**src/video_window_defines.svh**
```systemverilog
////////////////////
// Widths, reset values and command lengths for the window path
// Bit 12 of an aspect value marks a direct size, not a ratio
////////////////////

`ifndef VIDEO_WINDOW_DEFINES_SVH
`define VIDEO_WINDOW_DEFINES_SVH

// Pixel or line dimension
`define VW_DIM_W 12

// Aspect value, top bit is the direct-size flag
`define VW_AR_W 13

// Host data word
`define VW_IO_W 16

// 1920x1080 until the host sends a timing command
`define VW_DEF_WIDTH 1920
`define VW_DEF_HEIGHT 1080

// Data words in the video timing command
`define VW_TIMING_WORDS 8

`endif

```
**src/video_window_pkg.sv**
```systemverilog
////////////////////
// Opcodes outside this list are parsed but change nothing
////////////////////

`default_nettype none

`include "video_window_defines.svh"

package video_window_pkg;

	typedef logic [`VW_DIM_W-1:0] dim_t;
	typedef logic [`VW_AR_W-1:0]  aspect_t;
	typedef logic [`VW_IO_W-1:0]  io_word_t;

	// Host opcodes, taken from the low byte of the first word
	typedef enum logic [7:0] {
		CMD_TIMING = 8'h20,
		CMD_VSET   = 8'h27,
		CMD_LFB    = 8'h2F,
		CMD_HSET   = 8'h37,
		CMD_ARC    = 8'h3A
	} cmd_t;

endpackage

`default_nettype wire

```
**src/hps_cmd_decode.sv**
```systemverilog
////////////////////
// No back-pressure: every request is acknowledged after the sync delay
// Host must hold data stable from before the request until the acknowledge
////////////////////

`timescale 1ns/100ps
`default_nettype none

`include "video_window_defines.svh"

module hps_cmd_decode (
	input  wire                        clk_sys,
	input  wire                        resetd,
	input  wire                        i_io_sel,
	input  wire                        i_io_clk,
	input  wire video_window_pkg::io_word_t i_io_din,
	output logic                       o_io_ack,
	output video_window_pkg::dim_t     o_width,
	output video_window_pkg::dim_t     o_height,
	output video_window_pkg::dim_t     o_hset,
	output video_window_pkg::dim_t     o_vset,
	output logic                       o_freescale,
	output video_window_pkg::aspect_t  o_arc1x,
	output video_window_pkg::aspect_t  o_arc1y,
	output video_window_pkg::aspect_t  o_arc2x,
	output video_window_pkg::aspect_t  o_arc2y,
	output logic                       o_lfb_en,
	output video_window_pkg::dim_t     o_lfb_hmin,
	output video_window_pkg::dim_t     o_lfb_hmax,
	output video_window_pkg::dim_t     o_lfb_vmin,
	output video_window_pkg::dim_t     o_lfb_vmax
);

	logic req_s1;
	logic req_s2;
	logic sel_s1;
	logic sel_s2;
	video_window_pkg::io_word_t din_s1;
	video_window_pkg::io_word_t din_s2;
	logic word_stb;

	logic has_cmd;
	video_window_pkg::cmd_t cmd;
	logic [3:0] word_cnt;

	////////////////////
	// Host synchronisers
	////////////////////

	always_ff @(posedge clk_sys) begin
		if (resetd) begin
			req_s1   <= 1'b0;
			req_s2   <= 1'b0;
			sel_s1   <= 1'b0;
			sel_s2   <= 1'b0;
			o_io_ack <= 1'b0;
		end else begin
			req_s1   <= i_io_clk;
			req_s2   <= req_s1;
			sel_s1   <= i_io_sel;
			sel_s2   <= sel_s1;
			// Ack mirrors the synced request one cycle on
			o_io_ack <= req_s2;
		end
	end

	always_ff @(posedge clk_sys) begin
		din_s1 <= i_io_din;
		din_s2 <= din_s1;
	end

	// High for the one cycle between synced request and ack
	assign word_stb = req_s2 & ~o_io_ack;

	////////////////////
	// Command parser
	////////////////////

	always_ff @(posedge clk_sys) begin
		if (resetd) begin
			has_cmd     <= 1'b0;
			cmd         <= video_window_pkg::CMD_TIMING;
			word_cnt    <= '0;
			o_width     <= video_window_pkg::dim_t'(`VW_DEF_WIDTH);
			o_height    <= video_window_pkg::dim_t'(`VW_DEF_HEIGHT);
			o_hset      <= '0;
			o_vset      <= '0;
			o_freescale <= 1'b0;
			o_arc1x     <= '0;
			o_arc1y     <= '0;
			o_arc2x     <= '0;
			o_arc2y     <= '0;
			o_lfb_en    <= 1'b0;
			o_lfb_hmin  <= '0;
			o_lfb_hmax  <= '0;
			o_lfb_vmin  <= '0;
			o_lfb_vmax  <= '0;
		end else if (!sel_s2) begin
			// Deselect aborts whatever command was in progress
			has_cmd  <= 1'b0;
			word_cnt <= '0;
		end else if (word_stb) begin
			if (!has_cmd) begin
				has_cmd  <= 1'b1;
				cmd      <= video_window_pkg::cmd_t'(din_s2[7:0]);
				word_cnt <= '0;
			end else begin
				// Saturate so a long command never wraps back to word 0
				if (word_cnt != '1)
					word_cnt <= word_cnt + 4'd1;

				case (cmd)
					video_window_pkg::CMD_TIMING: begin
						// Porch and sync words are accepted and dropped
						if (word_cnt < 4'(`VW_TIMING_WORDS)) begin
							if (word_cnt == 4'd0)
								o_width <= din_s2[`VW_DIM_W-1:0];
							if (word_cnt == 4'd4)
								o_height <= din_s2[`VW_DIM_W-1:0];
						end
					end
					video_window_pkg::CMD_VSET: begin
						o_vset <= din_s2[`VW_DIM_W-1:0];
					end
					video_window_pkg::CMD_HSET: begin
						o_freescale <= din_s2[15];
						o_hset      <= din_s2[`VW_DIM_W-1:0];
					end
					video_window_pkg::CMD_ARC: begin
						case (word_cnt)
							4'd0: o_arc1x <= din_s2[`VW_AR_W-1:0];
							4'd1: o_arc1y <= din_s2[`VW_AR_W-1:0];
							4'd2: o_arc2x <= din_s2[`VW_AR_W-1:0];
							4'd3: o_arc2y <= din_s2[`VW_AR_W-1:0];
							default: ;
						endcase
					end
					video_window_pkg::CMD_LFB: begin
						// Words 1 to 4 carry base and size, unused here
						case (word_cnt)
							4'd0: o_lfb_en   <= din_s2[15];
							4'd5: o_lfb_hmin <= din_s2[`VW_DIM_W-1:0];
							4'd6: o_lfb_hmax <= din_s2[`VW_DIM_W-1:0];
							4'd7: o_lfb_vmin <= din_s2[`VW_DIM_W-1:0];
							4'd8: o_lfb_vmax <= din_s2[`VW_DIM_W-1:0];
							default: ;
						endcase
					end
					default: ;
				endcase
			end
		end
	end

	// Host keeps the request up until the ack rises
	a_ack_needs_req : assert property (@(posedge clk_sys) disable iff (resetd)
		$rose(o_io_ack) |-> req_s2);

endmodule

`default_nettype wire

```
**src/umuldiv.sv**
```systemverilog
////////////////////
// Computes mul1*mul2/div in 2 + 2*MUL_W cycles, result valid once busy drops
// Divide by zero returns all ones
////////////////////

`timescale 1ns/100ps
`default_nettype none

module umuldiv #(
	parameter int MUL_W = 12,
	parameter int DIV_W = 12
) (
	input  wire              clk_sys,
	input  wire              resetd,
	input  wire              i_start,
	input  wire [MUL_W-1:0]  i_mul1,
	input  wire [MUL_W-1:0]  i_mul2,
	input  wire [DIV_W-1:0]  i_div,
	output logic             o_busy,
	output logic [MUL_W-1:0] o_result
);

	localparam int PROD_W = 2 * MUL_W;
	localparam int CNT_W  = $clog2(PROD_W + 1);

	typedef enum logic [1:0] {ST_IDLE, ST_MUL, ST_DIV, ST_DONE} state_t;

	state_t state;
	logic [CNT_W-1:0] bit_cnt;
	logic [MUL_W-1:0] op_a;
	logic [MUL_W-1:0] op_b;
	logic [DIV_W-1:0] op_div;
	logic [PROD_W-1:0] prod;
	logic [PROD_W-1:0] quo;
	logic [DIV_W-1:0] rem;
	logic [DIV_W:0] trial;

	// Shift-and-add over the latched operands
	always_comb begin
		prod = '0;
		for (int i = 0; i < MUL_W; i++) begin
			if (op_b[i])
				prod = prod + (PROD_W'(op_a) << i);
		end
	end

	// Next dividend bit shifts in beside the partial remainder
	assign trial = {rem, quo[PROD_W-1]};

	always_ff @(posedge clk_sys) begin
		if (resetd) begin
			state   <= ST_IDLE;
			o_busy  <= 1'b0;
			bit_cnt <= '0;
		end else begin
			case (state)
				ST_IDLE: begin
					if (i_start) begin
						state  <= ST_MUL;
						o_busy <= 1'b1;
					end
				end
				ST_MUL: begin
					state   <= ST_DIV;
					bit_cnt <= CNT_W'(PROD_W);
				end
				ST_DIV: begin
					bit_cnt <= bit_cnt - 1'b1;
					if (bit_cnt == CNT_W'(1))
						state <= ST_DONE;
				end
				default: begin
					state  <= ST_IDLE;
					o_busy <= 1'b0;
				end
			endcase
		end
	end

	// Restoring division, quotient replaces the dividend bit by bit
	always_ff @(posedge clk_sys) begin
		case (state)
			ST_IDLE: begin
				if (i_start) begin
					op_a   <= i_mul1;
					op_b   <= i_mul2;
					op_div <= i_div;
				end
			end
			ST_MUL: begin
				quo <= prod;
				rem <= '0;
			end
			ST_DIV: begin
				if (trial >= {1'b0, op_div}) begin
					rem <= DIV_W'(trial - {1'b0, op_div});
					quo <= {quo[PROD_W-2:0], 1'b1};
				end else begin
					rem <= trial[DIV_W-1:0];
					quo <= {quo[PROD_W-2:0], 1'b0};
				end
			end
			default: o_result <= quo[MUL_W-1:0];
		endcase
	end

	// Caller must wait for busy to drop before the next operation
	a_no_start_busy : assert property (@(posedge clk_sys) disable iff (resetd)
		o_busy |-> !i_start);

endmodule

`default_nettype wire

```
**src/aspect_fit.sv**
```systemverilog
////////////////////
// Runs continuously, a config change shows up within two passes
// Quotients above 12 bits are truncated before the clamp
////////////////////

`timescale 1ns/100ps
`default_nettype none

`include "video_window_defines.svh"

module aspect_fit (
	input  wire                            clk_sys,
	input  wire                            resetd,
	input  wire video_window_pkg::aspect_t i_arx,
	input  wire video_window_pkg::aspect_t i_ary,
	input  wire video_window_pkg::dim_t    i_width,
	input  wire video_window_pkg::dim_t    i_height,
	input  wire video_window_pkg::dim_t    i_hset,
	input  wire video_window_pkg::dim_t    i_vset,
	input  wire                            i_freescale,
	input  wire video_window_pkg::aspect_t i_arc1x,
	input  wire video_window_pkg::aspect_t i_arc1y,
	input  wire video_window_pkg::aspect_t i_arc2x,
	input  wire video_window_pkg::aspect_t i_arc2y,
	output video_window_pkg::dim_t         o_video_w,
	output video_window_pkg::dim_t         o_video_h,
	output logic                           o_fit_stb
);

	typedef enum logic [2:0] {
		ST_PICK, ST_W_GO, ST_W_WAIT, ST_H_GO, ST_H_WAIT, ST_CLAMP
	} state_t;

	state_t state;
	video_window_pkg::dim_t scr_w;
	video_window_pkg::dim_t scr_h;
	video_window_pkg::aspect_t ax;
	video_window_pkg::aspect_t ay;
	logic direct;
	video_window_pkg::dim_t wcalc;
	video_window_pkg::dim_t hcalc;

	logic md_start;
	logic md_busy;
	video_window_pkg::dim_t md_mul1;
	video_window_pkg::dim_t md_mul2;
	video_window_pkg::dim_t md_div;
	video_window_pkg::dim_t md_res;

	////////////////////
	// Screen size and aspect source
	////////////////////

	always_ff @(posedge clk_sys) begin
		scr_w <= (i_hset != '0 && i_hset < i_width) ? i_hset : i_width;
		scr_h <= (i_vset != '0 && i_vset < i_height) ? i_vset : i_height;

		// ARY of zero turns ARX into a custom slot index
		if (i_ary == '0) begin
			if (i_arx == video_window_pkg::aspect_t'(1)) begin
				ax <= i_arc1x;
				ay <= i_arc1y;
			end else if (i_arx == video_window_pkg::aspect_t'(2)) begin
				ax <= i_arc2x;
				ay <= i_arc2y;
			end else begin
				ax <= '0;
				ay <= '0;
			end
		end else begin
			ax <= i_arx;
			ay <= i_ary;
		end
	end

	assign direct = ax[`VW_AR_W-1] | ay[`VW_AR_W-1];

	umuldiv #(
		.MUL_W(`VW_DIM_W),
		.DIV_W(`VW_DIM_W)
	) u_muldiv (
		.clk_sys  (clk_sys),
		.resetd   (resetd),
		.i_start  (md_start),
		.i_mul1   (md_mul1),
		.i_mul2   (md_mul2),
		.i_div    (md_div),
		.o_busy   (md_busy),
		.o_result (md_res)
	);

	////////////////////
	// Fit loop
	////////////////////

	always_ff @(posedge clk_sys) begin
		if (resetd) begin
			state     <= ST_PICK;
			md_start  <= 1'b0;
			o_fit_stb <= 1'b0;
		end else begin
			md_start  <= 1'b0;
			o_fit_stb <= 1'b0;
			case (state)
				ST_PICK: begin
					if (i_freescale || ax == '0 || ay == '0) begin
						wcalc <= scr_w;
						hcalc <= scr_h;
						state <= ST_CLAMP;
					end else if (direct) begin
						wcalc <= ax[`VW_DIM_W-1:0];
						hcalc <= ay[`VW_DIM_W-1:0];
						state <= ST_CLAMP;
					end else begin
						state <= ST_W_GO;
					end
				end
				// Width from the screen height
				ST_W_GO: begin
					md_mul1  <= scr_h;
					md_mul2  <= ax[`VW_DIM_W-1:0];
					md_div   <= ay[`VW_DIM_W-1:0];
					md_start <= 1'b1;
					state    <= ST_W_WAIT;
				end
				ST_W_WAIT: begin
					if (!md_start && !md_busy) begin
						wcalc <= md_res;
						state <= ST_H_GO;
					end
				end
				// Height from the screen width
				ST_H_GO: begin
					md_mul1  <= scr_w;
					md_mul2  <= ay[`VW_DIM_W-1:0];
					md_div   <= ax[`VW_DIM_W-1:0];
					md_start <= 1'b1;
					state    <= ST_H_WAIT;
				end
				ST_H_WAIT: begin
					if (!md_start && !md_busy) begin
						hcalc <= md_res;
						state <= ST_CLAMP;
					end
				end
				default: begin
					o_video_w <= (wcalc > scr_w) ? scr_w : wcalc;
					o_video_h <= (hcalc > scr_h) ? scr_h : hcalc;
					o_fit_stb <= 1'b1;
					state     <= ST_PICK;
				end
			endcase
		end
	end

endmodule

`default_nettype wire

```
**src/window_center.sv**
```systemverilog
////////////////////
// Fitted size must not exceed width and height, aspect_fit clamps it
////////////////////

`timescale 1ns/100ps
`default_nettype none

module window_center (
	input  wire                         clk_sys,
	input  wire                         resetd,
	input  wire video_window_pkg::dim_t i_width,
	input  wire video_window_pkg::dim_t i_height,
	input  wire video_window_pkg::dim_t i_video_w,
	input  wire video_window_pkg::dim_t i_video_h,
	input  wire                         i_fit_stb,
	input  wire                         i_lfb_en,
	input  wire video_window_pkg::dim_t i_lfb_hmin,
	input  wire video_window_pkg::dim_t i_lfb_hmax,
	input  wire video_window_pkg::dim_t i_lfb_vmin,
	input  wire video_window_pkg::dim_t i_lfb_vmax,
	output video_window_pkg::dim_t      o_hmin,
	output video_window_pkg::dim_t      o_hmax,
	output video_window_pkg::dim_t      o_vmin,
	output video_window_pkg::dim_t      o_vmax
);

	video_window_pkg::dim_t h_off;
	video_window_pkg::dim_t v_off;

	// Half the spare border, rounded down
	assign h_off = (i_width - i_video_w) >> 1;
	assign v_off = (i_height - i_video_h) >> 1;

	always_ff @(posedge clk_sys) begin
		if (resetd) begin
			o_hmin <= '0;
			o_hmax <= '0;
			o_vmin <= '0;
			o_vmax <= '0;
		end else if (i_fit_stb) begin
			if (i_lfb_en) begin
				o_hmin <= i_lfb_hmin;
				o_hmax <= i_lfb_hmax;
				o_vmin <= i_lfb_vmin;
				o_vmax <= i_lfb_vmax;
			end else begin
				o_hmin <= h_off;
				o_hmax <= h_off + i_video_w - 12'd1;
				o_vmin <= v_off;
				o_vmax <= v_off + i_video_h - 12'd1;
			end
		end
	end

	// Relies on the clamp upstream keeping the fitted width inside the line
	a_h_order : assert property (@(posedge clk_sys) disable iff (resetd)
		$past(i_fit_stb && !i_lfb_en && i_video_w != '0) |-> o_hmax >= o_hmin);

endmodule

`default_nettype wire

```
**src/video_window_top.sv**
```systemverilog
////////////////////
// Core aspect inputs are treated as static, no synchroniser on them
////////////////////

`timescale 1ns/100ps
`default_nettype none

module video_window_top (
	input  wire                            clk_sys,
	input  wire                            resetd,
	input  wire                            i_io_sel,
	input  wire                            i_io_clk,
	input  wire video_window_pkg::io_word_t i_io_din,
	output logic                           o_io_ack,
	input  wire video_window_pkg::aspect_t i_arx,
	input  wire video_window_pkg::aspect_t i_ary,
	output video_window_pkg::dim_t         o_hmin,
	output video_window_pkg::dim_t         o_hmax,
	output video_window_pkg::dim_t         o_vmin,
	output video_window_pkg::dim_t         o_vmax
);

	// Configuration from the host
	video_window_pkg::dim_t    width;
	video_window_pkg::dim_t    height;
	video_window_pkg::dim_t    hset;
	video_window_pkg::dim_t    vset;
	logic                      freescale;
	video_window_pkg::aspect_t arc1x;
	video_window_pkg::aspect_t arc1y;
	video_window_pkg::aspect_t arc2x;
	video_window_pkg::aspect_t arc2y;
	logic                      lfb_en;
	video_window_pkg::dim_t    lfb_hmin;
	video_window_pkg::dim_t    lfb_hmax;
	video_window_pkg::dim_t    lfb_vmin;
	video_window_pkg::dim_t    lfb_vmax;

	// Fit result
	video_window_pkg::dim_t    video_w;
	video_window_pkg::dim_t    video_h;
	logic                      fit_stb;

	hps_cmd_decode u_decode (
		.clk_sys     (clk_sys),
		.resetd      (resetd),
		.i_io_sel    (i_io_sel),
		.i_io_clk    (i_io_clk),
		.i_io_din    (i_io_din),
		.o_io_ack    (o_io_ack),
		.o_width     (width),
		.o_height    (height),
		.o_hset      (hset),
		.o_vset      (vset),
		.o_freescale (freescale),
		.o_arc1x     (arc1x),
		.o_arc1y     (arc1y),
		.o_arc2x     (arc2x),
		.o_arc2y     (arc2y),
		.o_lfb_en    (lfb_en),
		.o_lfb_hmin  (lfb_hmin),
		.o_lfb_hmax  (lfb_hmax),
		.o_lfb_vmin  (lfb_vmin),
		.o_lfb_vmax  (lfb_vmax)
	);

	aspect_fit u_fit (
		.clk_sys     (clk_sys),
		.resetd      (resetd),
		.i_arx       (i_arx),
		.i_ary       (i_ary),
		.i_width     (width),
		.i_height    (height),
		.i_hset      (hset),
		.i_vset      (vset),
		.i_freescale (freescale),
		.i_arc1x     (arc1x),
		.i_arc1y     (arc1y),
		.i_arc2x     (arc2x),
		.i_arc2y     (arc2y),
		.o_video_w   (video_w),
		.o_video_h   (video_h),
		.o_fit_stb   (fit_stb)
	);

	window_center u_center (
		.clk_sys    (clk_sys),
		.resetd     (resetd),
		.i_width    (width),
		.i_height   (height),
		.i_video_w  (video_w),
		.i_video_h  (video_h),
		.i_fit_stb  (fit_stb),
		.i_lfb_en   (lfb_en),
		.i_lfb_hmin (lfb_hmin),
		.i_lfb_hmax (lfb_hmax),
		.i_lfb_vmin (lfb_vmin),
		.i_lfb_vmax (lfb_vmax),
		.o_hmin     (o_hmin),
		.o_hmax     (o_hmax),
		.o_vmin     (o_vmin),
		.o_vmax     (o_vmax)
	);

endmodule

`default_nettype wire

```
**config.mk**
```make
export PLATFORM = sky130hd
export DESIGN_NAME = video_window_top
export DESIGN_NICKNAME = d
export VERILOG_FILES = /design/src/video_window_pkg.sv /design/src/hps_cmd_decode.sv /design/src/umuldiv.sv /design/src/aspect_fit.sv /design/src/window_center.sv /design/src/video_window_top.sv
export VERILOG_INCLUDE_DIRS = /design/src
export SDC_FILE = /design/constraint.sdc
export NUM_CORES = 1
export LEC_CHECK = 0
export BUFFER_PORTS_ARGS = -buffer_cell sky130_fd_sc_hd__buf_2
export CAP_MARGIN = 10
export CORE_ASPECT_RATIO = 0.9
export CORE_MARGIN = 3
export CORE_UTILIZATION = 64
export CTS_CLUSTER_DIAMETER = 80
export DETAILED_ROUTE_END_ITERATION = 12
export GPL_ROUTABILITY_DRIVEN = 0
export PLACE_DENSITY = 0.83
export RECOVER_POWER = 100
export SETUP_SLACK_MARGIN = 0.1
export SKIP_CTS_REPAIR_TIMING = 1
export SLEW_MARGIN = 10
export SYNTH_ARGS = -nofsm -noshare
export SYNTH_HDL_FRONTEND = slang
export SYNTH_SLANG_ARGS = --single-unit
```
**constraint.sdc**
```tcl
create_clock -name clk_sys -period 20.5 [get_ports clk_sys]
set_input_delay 0 -clock clk_sys [delete_from_list [all_inputs] [get_ports clk_sys]]
set_output_delay 0 -clock clk_sys [all_outputs]
set_load 0.02 [all_outputs]
```
# Yosys cells after proc, flatten, opt, wreduce, memory -nomap -nowiden
# Cells that the tools add are included.
totals:
  register_bits: 479
  input_bits: 46
  output_inout_bits: 49
  word_cells: 216
op_classes:
  addsub: 20
  magnitude_cmp: 6
  eq_ne: 29
  muxes: 55
  n_bitwise: 8
  reduce_logical: 47
op_table:
  columns: ["cell", "n"]
  rows:
  - ["24-bit 2-to-1 mux", 11]
  - ["12-bit 2-to-1 mux", 15]
  - ["12-bit case mux with 2 select lines", 6]
  - ["13-bit 2-to-1 mux", 6]
  - ["24-bit case mux with 2 select lines", 1]
  - ["5-bit AND reduction", 9]
  - ["8-bit by 6-bit equality test with 1-bit output (second input constant)", 5]
  - ["13-bit logical NOT", 3]
  - ["12-bit subtractor", 3]
  - ["11-bit by 12-bit adder with 12-bit output", 2]
  - ["24-bit by 13-bit adder with 24-bit output", 1]
  - ["24-bit by 14-bit adder with 24-bit output", 1]
  - ["24-bit by 15-bit adder with 24-bit output", 1]
  - ["24-bit by 16-bit adder with 24-bit output", 1]
  - ["24-bit by 17-bit adder with 24-bit output", 1]
  - ["24-bit by 18-bit adder with 24-bit output", 1]
  - ["24-bit by 19-bit adder with 24-bit output", 1]
  - ["24-bit by 20-bit adder with 24-bit output", 1]
  - ["24-bit by 21-bit adder with 24-bit output", 1]
  - ["24-bit by 22-bit adder with 24-bit output", 1]
  - ["24-bit by 23-bit adder with 24-bit output", 1]
  - ["12-bit greater-than comparator", 2]
  - ["12-bit < comparator", 2]
  - ["12-bit nonzero test", 2]
  - ["other kinds (46)", 87]

# Logic depth before layout (Yosys ltp)
depth:
  word_depth: 24
  depth_mapped: 80
  mapped_depth_nobuf: 78

# Hierarchy
# A second synthesis with hierarchy kept.
hier_totals:
  cells_unflattened: 3252
  hier_area_um2: 30588.1
modules_own_cells:
  columns: ["module", "instances", "cells_per_inst", "area_each_um2", "seq_area_each_um2"]
  rows:
  - ["umuldiv", 1, 1449, 11862.6, 2682.6]
  - ["hps_cmd_decode", 1, 645, 7325.8, 3923.8]
  - ["aspect_fit", 1, 615, 7098.1, 3623.5]
  - ["window_center", 1, 543, 4301.6, 960.9]

# Worst setup path before layout
# OpenSTA, ideal clock, no wires.
synth_timing:
  kind: "reg-to-reg"
  start: "register u_fit.u_muldiv.op_a[2]"
  end: "register u_fit.u_muldiv.quo[21] (data pin)"
  setup_ns: 0.255
  t_arrival_ns: 14.113
  required_time_ns: 20.245
  slack_ns: 6.132
  path_stages_with_launch: 73
  n_path_buf: 1
  period_less_slack_ns: 14.368
  cell_sequence: "edfxtp_1 > buf_6 > and2_1 > ha_1 > a21o_1 > or2_2 > o221a_2 > o32ai_1 > ha_1 > o21a_1 > a21o_1 > a211o_1 > nand3_1 > o211ai_1 > ha_1 > o21a_1 > o31a_1 > o21ai_0 > (+37 left out) > a21oi_1 > nand2_1 > o21a_1 > xor2_1 > nand2_1 > nand2_1 > ha_1 > nand2_1 > a211oi_1 > nor2_1 > xnor2_1 > mux2_2 > ha_1 > a21oi_1 > o21ai_0 > xor2_1 > o22ai_1 > o21ba_2"
synth_via:
  elab_chain_cells: 24
synth_lines:
  columns: ["element", "line", "rtl"]
  rows:
  - ["start: declaration", "umuldiv.sv:30", "logic [MUL_W-1:0] op_a;"]
  - ["start signal: assignment", "umuldiv.sv:85", "op_a <= i_mul1;"]
  - ["12-bit 2-to-1 mux", "umuldiv.sv:42", "if (op_b[i])"]
  - ["24-bit by 13-bit adder with 24-bit output", "umuldiv.sv:43", "prod = prod + (PROD_W'(op_a) << i);"]
  - ["24-bit 2-to-1 mux", "umuldiv.sv:42", null]
  - ["24-bit by 14-bit adder with 24-bit output", "umuldiv.sv:43", null]
  - ["24-bit 2-to-1 mux", "umuldiv.sv:42", null]
  - ["24-bit by 15-bit adder with 24-bit output", "umuldiv.sv:43", null]
  - ["24-bit 2-to-1 mux", "umuldiv.sv:42", null]
  - ["24-bit by 16-bit adder with 24-bit output", "umuldiv.sv:43", null]
  - ["(+8 left out)", null, null]
  - ["24-bit 2-to-1 mux", "umuldiv.sv:42", null]
  - ["24-bit by 21-bit adder with 24-bit output", "umuldiv.sv:43", null]
  - ["24-bit 2-to-1 mux", "umuldiv.sv:42", null]
  - ["24-bit by 22-bit adder with 24-bit output", "umuldiv.sv:43", null]
  - ["24-bit 2-to-1 mux", "umuldiv.sv:42", null]
  - ["24-bit by 23-bit adder with 24-bit output", "umuldiv.sv:43", null]
  - ["24-bit 2-to-1 mux (*)", "umuldiv.sv:42", null]
  - ["24-bit case mux with 2 select lines (*)", "umuldiv.sv:82", "case (state)"]
  - ["end signal: assignment", "umuldiv.sv:91", "quo <= prod;"]
  - ["end signal: assignment", "umuldiv.sv:97", "quo <= {quo[PROD_W-2:0], 1'b1};"]
  - ["end signal: assignment", "umuldiv.sv:100", "quo <= {quo[PROD_W-2:0], 1'b0};"]
  - ["end: declaration", "umuldiv.sv:34", "logic [PROD_W-1:0] quo;"]
# Mark *: on every way between the ends. The rest lies on a longest branch, timed or not.
# A chain may end at the register's enable or synchronous reset.

# Final worst setup path
layout_timing:
  start: "register u_fit.u_muldiv.op_a[2]"
  end: "register u_fit.u_muldiv.quo[23] (data pin)"
# Same word-level chain as after synthesis.

==> results.yml <==
pwr:
  power_density_nw_per_um2: 112
  pwr-share-clk_pct: 22.5
  p_int_mw: 2.27
  p_sw_mw: 1.38
  comb_power_share_pct: 47.6
  ir_worst_vdd_v: 0.0000982
  p_seq_share_pct: 29.9
  p_leak_nw: 13.8
  sw_frac_of_total_pct: 37.8
cts:
  clock-root-buffer: "clkbuf_16"
  path_clk_slew_ns: 0.06
  numCtsBuffers: 45
  clk_latency_ns: 0.56
  cts_htree_levels: 2
  tritoncts: "done"
  clockBufferDepth: 3
  cts.sinks: 475
yosys:
  synth.net_count: 3562
  avgSynthCellArea_um2: 9.23
  yosysUniqueCellTypes: 95
  postSynth.asyncResetShare_pct: 0
  synthCells: 3229
  synth_edf_count: 168
  ys_dominant_reg_cell: "dfxtp_1"
  yosysWarnings: 0
  ys_seq_elements: 475
  synth-seq-area-share_pct: 37.5
  netlist_area_um2: 29800
setup_path:
  cp_max_fo: 19
  worstRegToRegCells: 74
  max_stage_delay_ns: 0.90
  ff2ff_setup_slack_ns: 3.44
  worstPathArrival_ns: 17.41
  critPathKind: "flip-flop to flip-flop"
  cp_data_required_time_ns: 20.85
  start_kind: "flip-flop"
  r2r_start: "u_fit.u_muldiv.op_a[2]$_DFFE_PP_"
  crit_path_end_kind: "flip-flop"
  timing.rr.end: "u_fit.u_muldiv.quo[23]$_DFFE_PN_"
  crit_path_frequent_cell: "ha_1"
  cp_slowest_cell: "edfxtp_1"
route:
  antenna_left: 0
  routed_wl_mm: 79.7
  dr.pass1.iters: 7
  drt-initial-drc-count: 2209
  drc_errors: 0
  vias: 25400
  post_drt_wl_per_cell_um: 20.3
  routed_via_density: 6.45
hold_path:
  holdPathStages: 2
  hold_path_end: "u_decode.din_s1[5]$_DFF_P_"
  min_from: "i_io_din[5]"
  holdCritPathClass: "input port to flip-flop"
timing:
  maxSlewViolCount: 330
  rsz0062_at_grt: "false"
  setup_viol: 0
  post-route-period-util_pct: 83.2
  slew_headroom_pct: -237
  finClkSkew_ns: 0.0209
  tightest_slew_ns: 5.06
  hold_viol: 0
  finalSetupTns_ns: 0
  max_freq_mhz: 58.6
  period_needed_ns: 17.06
floorplan:
  coreArea_um2: 45700
  die_h_um: 211
  rows: 74
  dieArea_um2: 49200
  start_util_pct: 65.2
  fp.dieW_um: 234
  num_io_pins: 95
placement:
  dp_hpwl_mm: 55.9
  port_buffers: 92
final_layout:
  area_growth_pct: 8.86
  final_nets: 3624
  num-fill-cells: 3245
  final_util_pct: 71.0
  regArea_um2: 11200
  layout_commonest_cell: "nor2_1"
  multiInputGateArea_um2: 17300
  drive_gt1_share_pct: 7.40
  layout_common_cells: "nor2_1, dfxtp_1, ha_1"
global_routing:
  grt_pass1_wl_mm: 124
  first_global_vias: 24500
  antenna_found_initial: 1
  grt_usage_pct: 31.0
  grt_overflow: 0
  grt_max_degree: 109
status:
  violations: "capacitance limit, slew limit"
  run_status: "finished with violations"
flow_run:
  drv_cap: 6
layout make-up:
| cell class | count | share of cell area, % |
|---|---|---|
| Antenna cell | 1 | 0.00771 |
| Clock buffer | 65 | 4.05 |
| Clock inverter | 17 | 0.401 |
| Inverter | 224 | 2.59 |
| Multi-Input combinational cell | 2389 | 53.2 |
| Sequential cell | 475 | 34.5 |
| Tap cell | 608 | 2.34 |
| Timing Repair Buffer | 156 | 2.95 |
routing by layer:
metal / part of all wire (%) / track usage, % / vias up
met3: 7.2 / 4.10 / 297
met1: 40 / 39.4 / 12100
li1: - / - / 11800
met2: 47 / 52.4 / 1142
met4: 5.2 / 15.3 / 0
met5: 0 / 0 / -
flip-flops by register name, summed over array words and instances, names as in the netlist, 13 cells and up:
signal / flops
u_fit.u_muldiv.quo: 24
u_decode.din_s1: 14
u_decode.din_s2: 14
u_decode.o_arc1x: 13
u_decode.o_arc1y: 13
u_decode.o_arc2x: 13
u_decode.o_arc2y: 13
u_fit.ax: 13
u_fit.ay: 13
per-stage QoR:
step | setup slack, ns | hold WS (ns) | total power, mW | area (um^2) | instances
floorplan | 6.13 | 0.0277 | 2.45 | 29800 | 3229
global route | 2.39 | 0.0822 | 3.87 | 32500 | 3934
detailed placement | 3.92 | 0.104 | 2.79 | 30700 | 3808
finish | 3.44 | 0.0772 | 3.64 | 32500 | 3935
global placement | 4.43 | 0.103 | 2.69 | 30700 | 3808
CTS | 3.81 | -0.483 | 3.61 | 32100 | 3890
cell usage after synthesis, drive strengths merged (27+ instances only):
master    n  area (um^2)
a21oi   183          920
o21a     48          360
xnor2    62          543
buf      32          143
mux2     86          968
nor2b    41          264
dfxtp   307         6150
o211ai   41          313
nand2b   27          169
a21o     69          518
nand3    34          170
and3     28          175
xor2     38          333
and2     28          175
mux2i   198         1980
nor2    330         1240
a22oi    29          218
o21bai   33          248
edfxtp  168         5040
inv     221          830
ha      271         3390
o21ai   192          961
clkbuf  109          409
nand2   237          890
nor3     62          310
a211oi   38          290
worst max-delay path, delay by kind of cell, from the launching register on:
kind,cells,cell delay [ns]
buffers and inverters,3,0.31
AND/OR/NAND/NOR,18,3.81
flip-flops,1,0.90
adder cells (fa/ha/maj),11,3.78
AO/OA/AOI/OAI,39,7.57
XOR/XNOR,3,0.49
power by group through the flow:
stage | clock [mW] | sequential, mW | combinational [mW]
6_report | 0.818 | 1.09 | 1.74
5_1_grt | 0.860 | 1.09 | 1.92
4_1_cts | 0.824 | 1.09 | 1.70
3_5_place_dp | 0 | 1.11 | 1.68
3_3_place_gp | 0 | 1.10 | 1.59
2_1_floorplan | 0 | 1.09 | 1.36
logic make-up (layout without fill, tap and decap cells):
family	after synthesis	after routing	share of synthesized area, %
XOR/XNOR	100	100	2.94
AO/OA/AOI/OAI	825	825	18.6
AND/OR/NAND/NOR	893	893	13.9
other	0	1	0
adder cells (fa/ha/maj)	287	287	12.4
buffers and inverters	365	462	4.67
flip-flops	475	475	37.5
multiplexers	284	284	9.90
how the worst max path moves through the flow:
stage / startpoint / to / cells after the start
2_1_floorplan: u_fit.u_muldiv.op_a[2]$_DFFE_PP_ / u_fit.u_muldiv.quo[21]$_DFFE_PN_ / 72
3_3_place_gp: u_fit.u_muldiv.op_a[2]$_DFFE_PP_ / u_fit.u_muldiv.quo[23]$_DFFE_PN_ / 74
3_5_place_dp: u_fit.u_muldiv.op_a[2]$_DFFE_PP_ / u_fit.u_muldiv.quo[21]$_DFFE_PN_ / 74
4_1_cts: u_fit.u_muldiv.op_a[2]$_DFFE_PP_ / u_fit.u_muldiv.quo[23]$_DFFE_PN_ / 72
5_1_grt: u_fit.u_muldiv.op_a[2]$_DFFE_PP_ / u_fit.u_muldiv.quo[23]$_DFFE_PN_ / 74
6_report: u_fit.u_muldiv.op_a[2]$_DFFE_PP_ / u_fit.u_muldiv.quo[23]$_DFFE_PN_ / 74
Note: power is estimated with default switching activity, not from simulation.
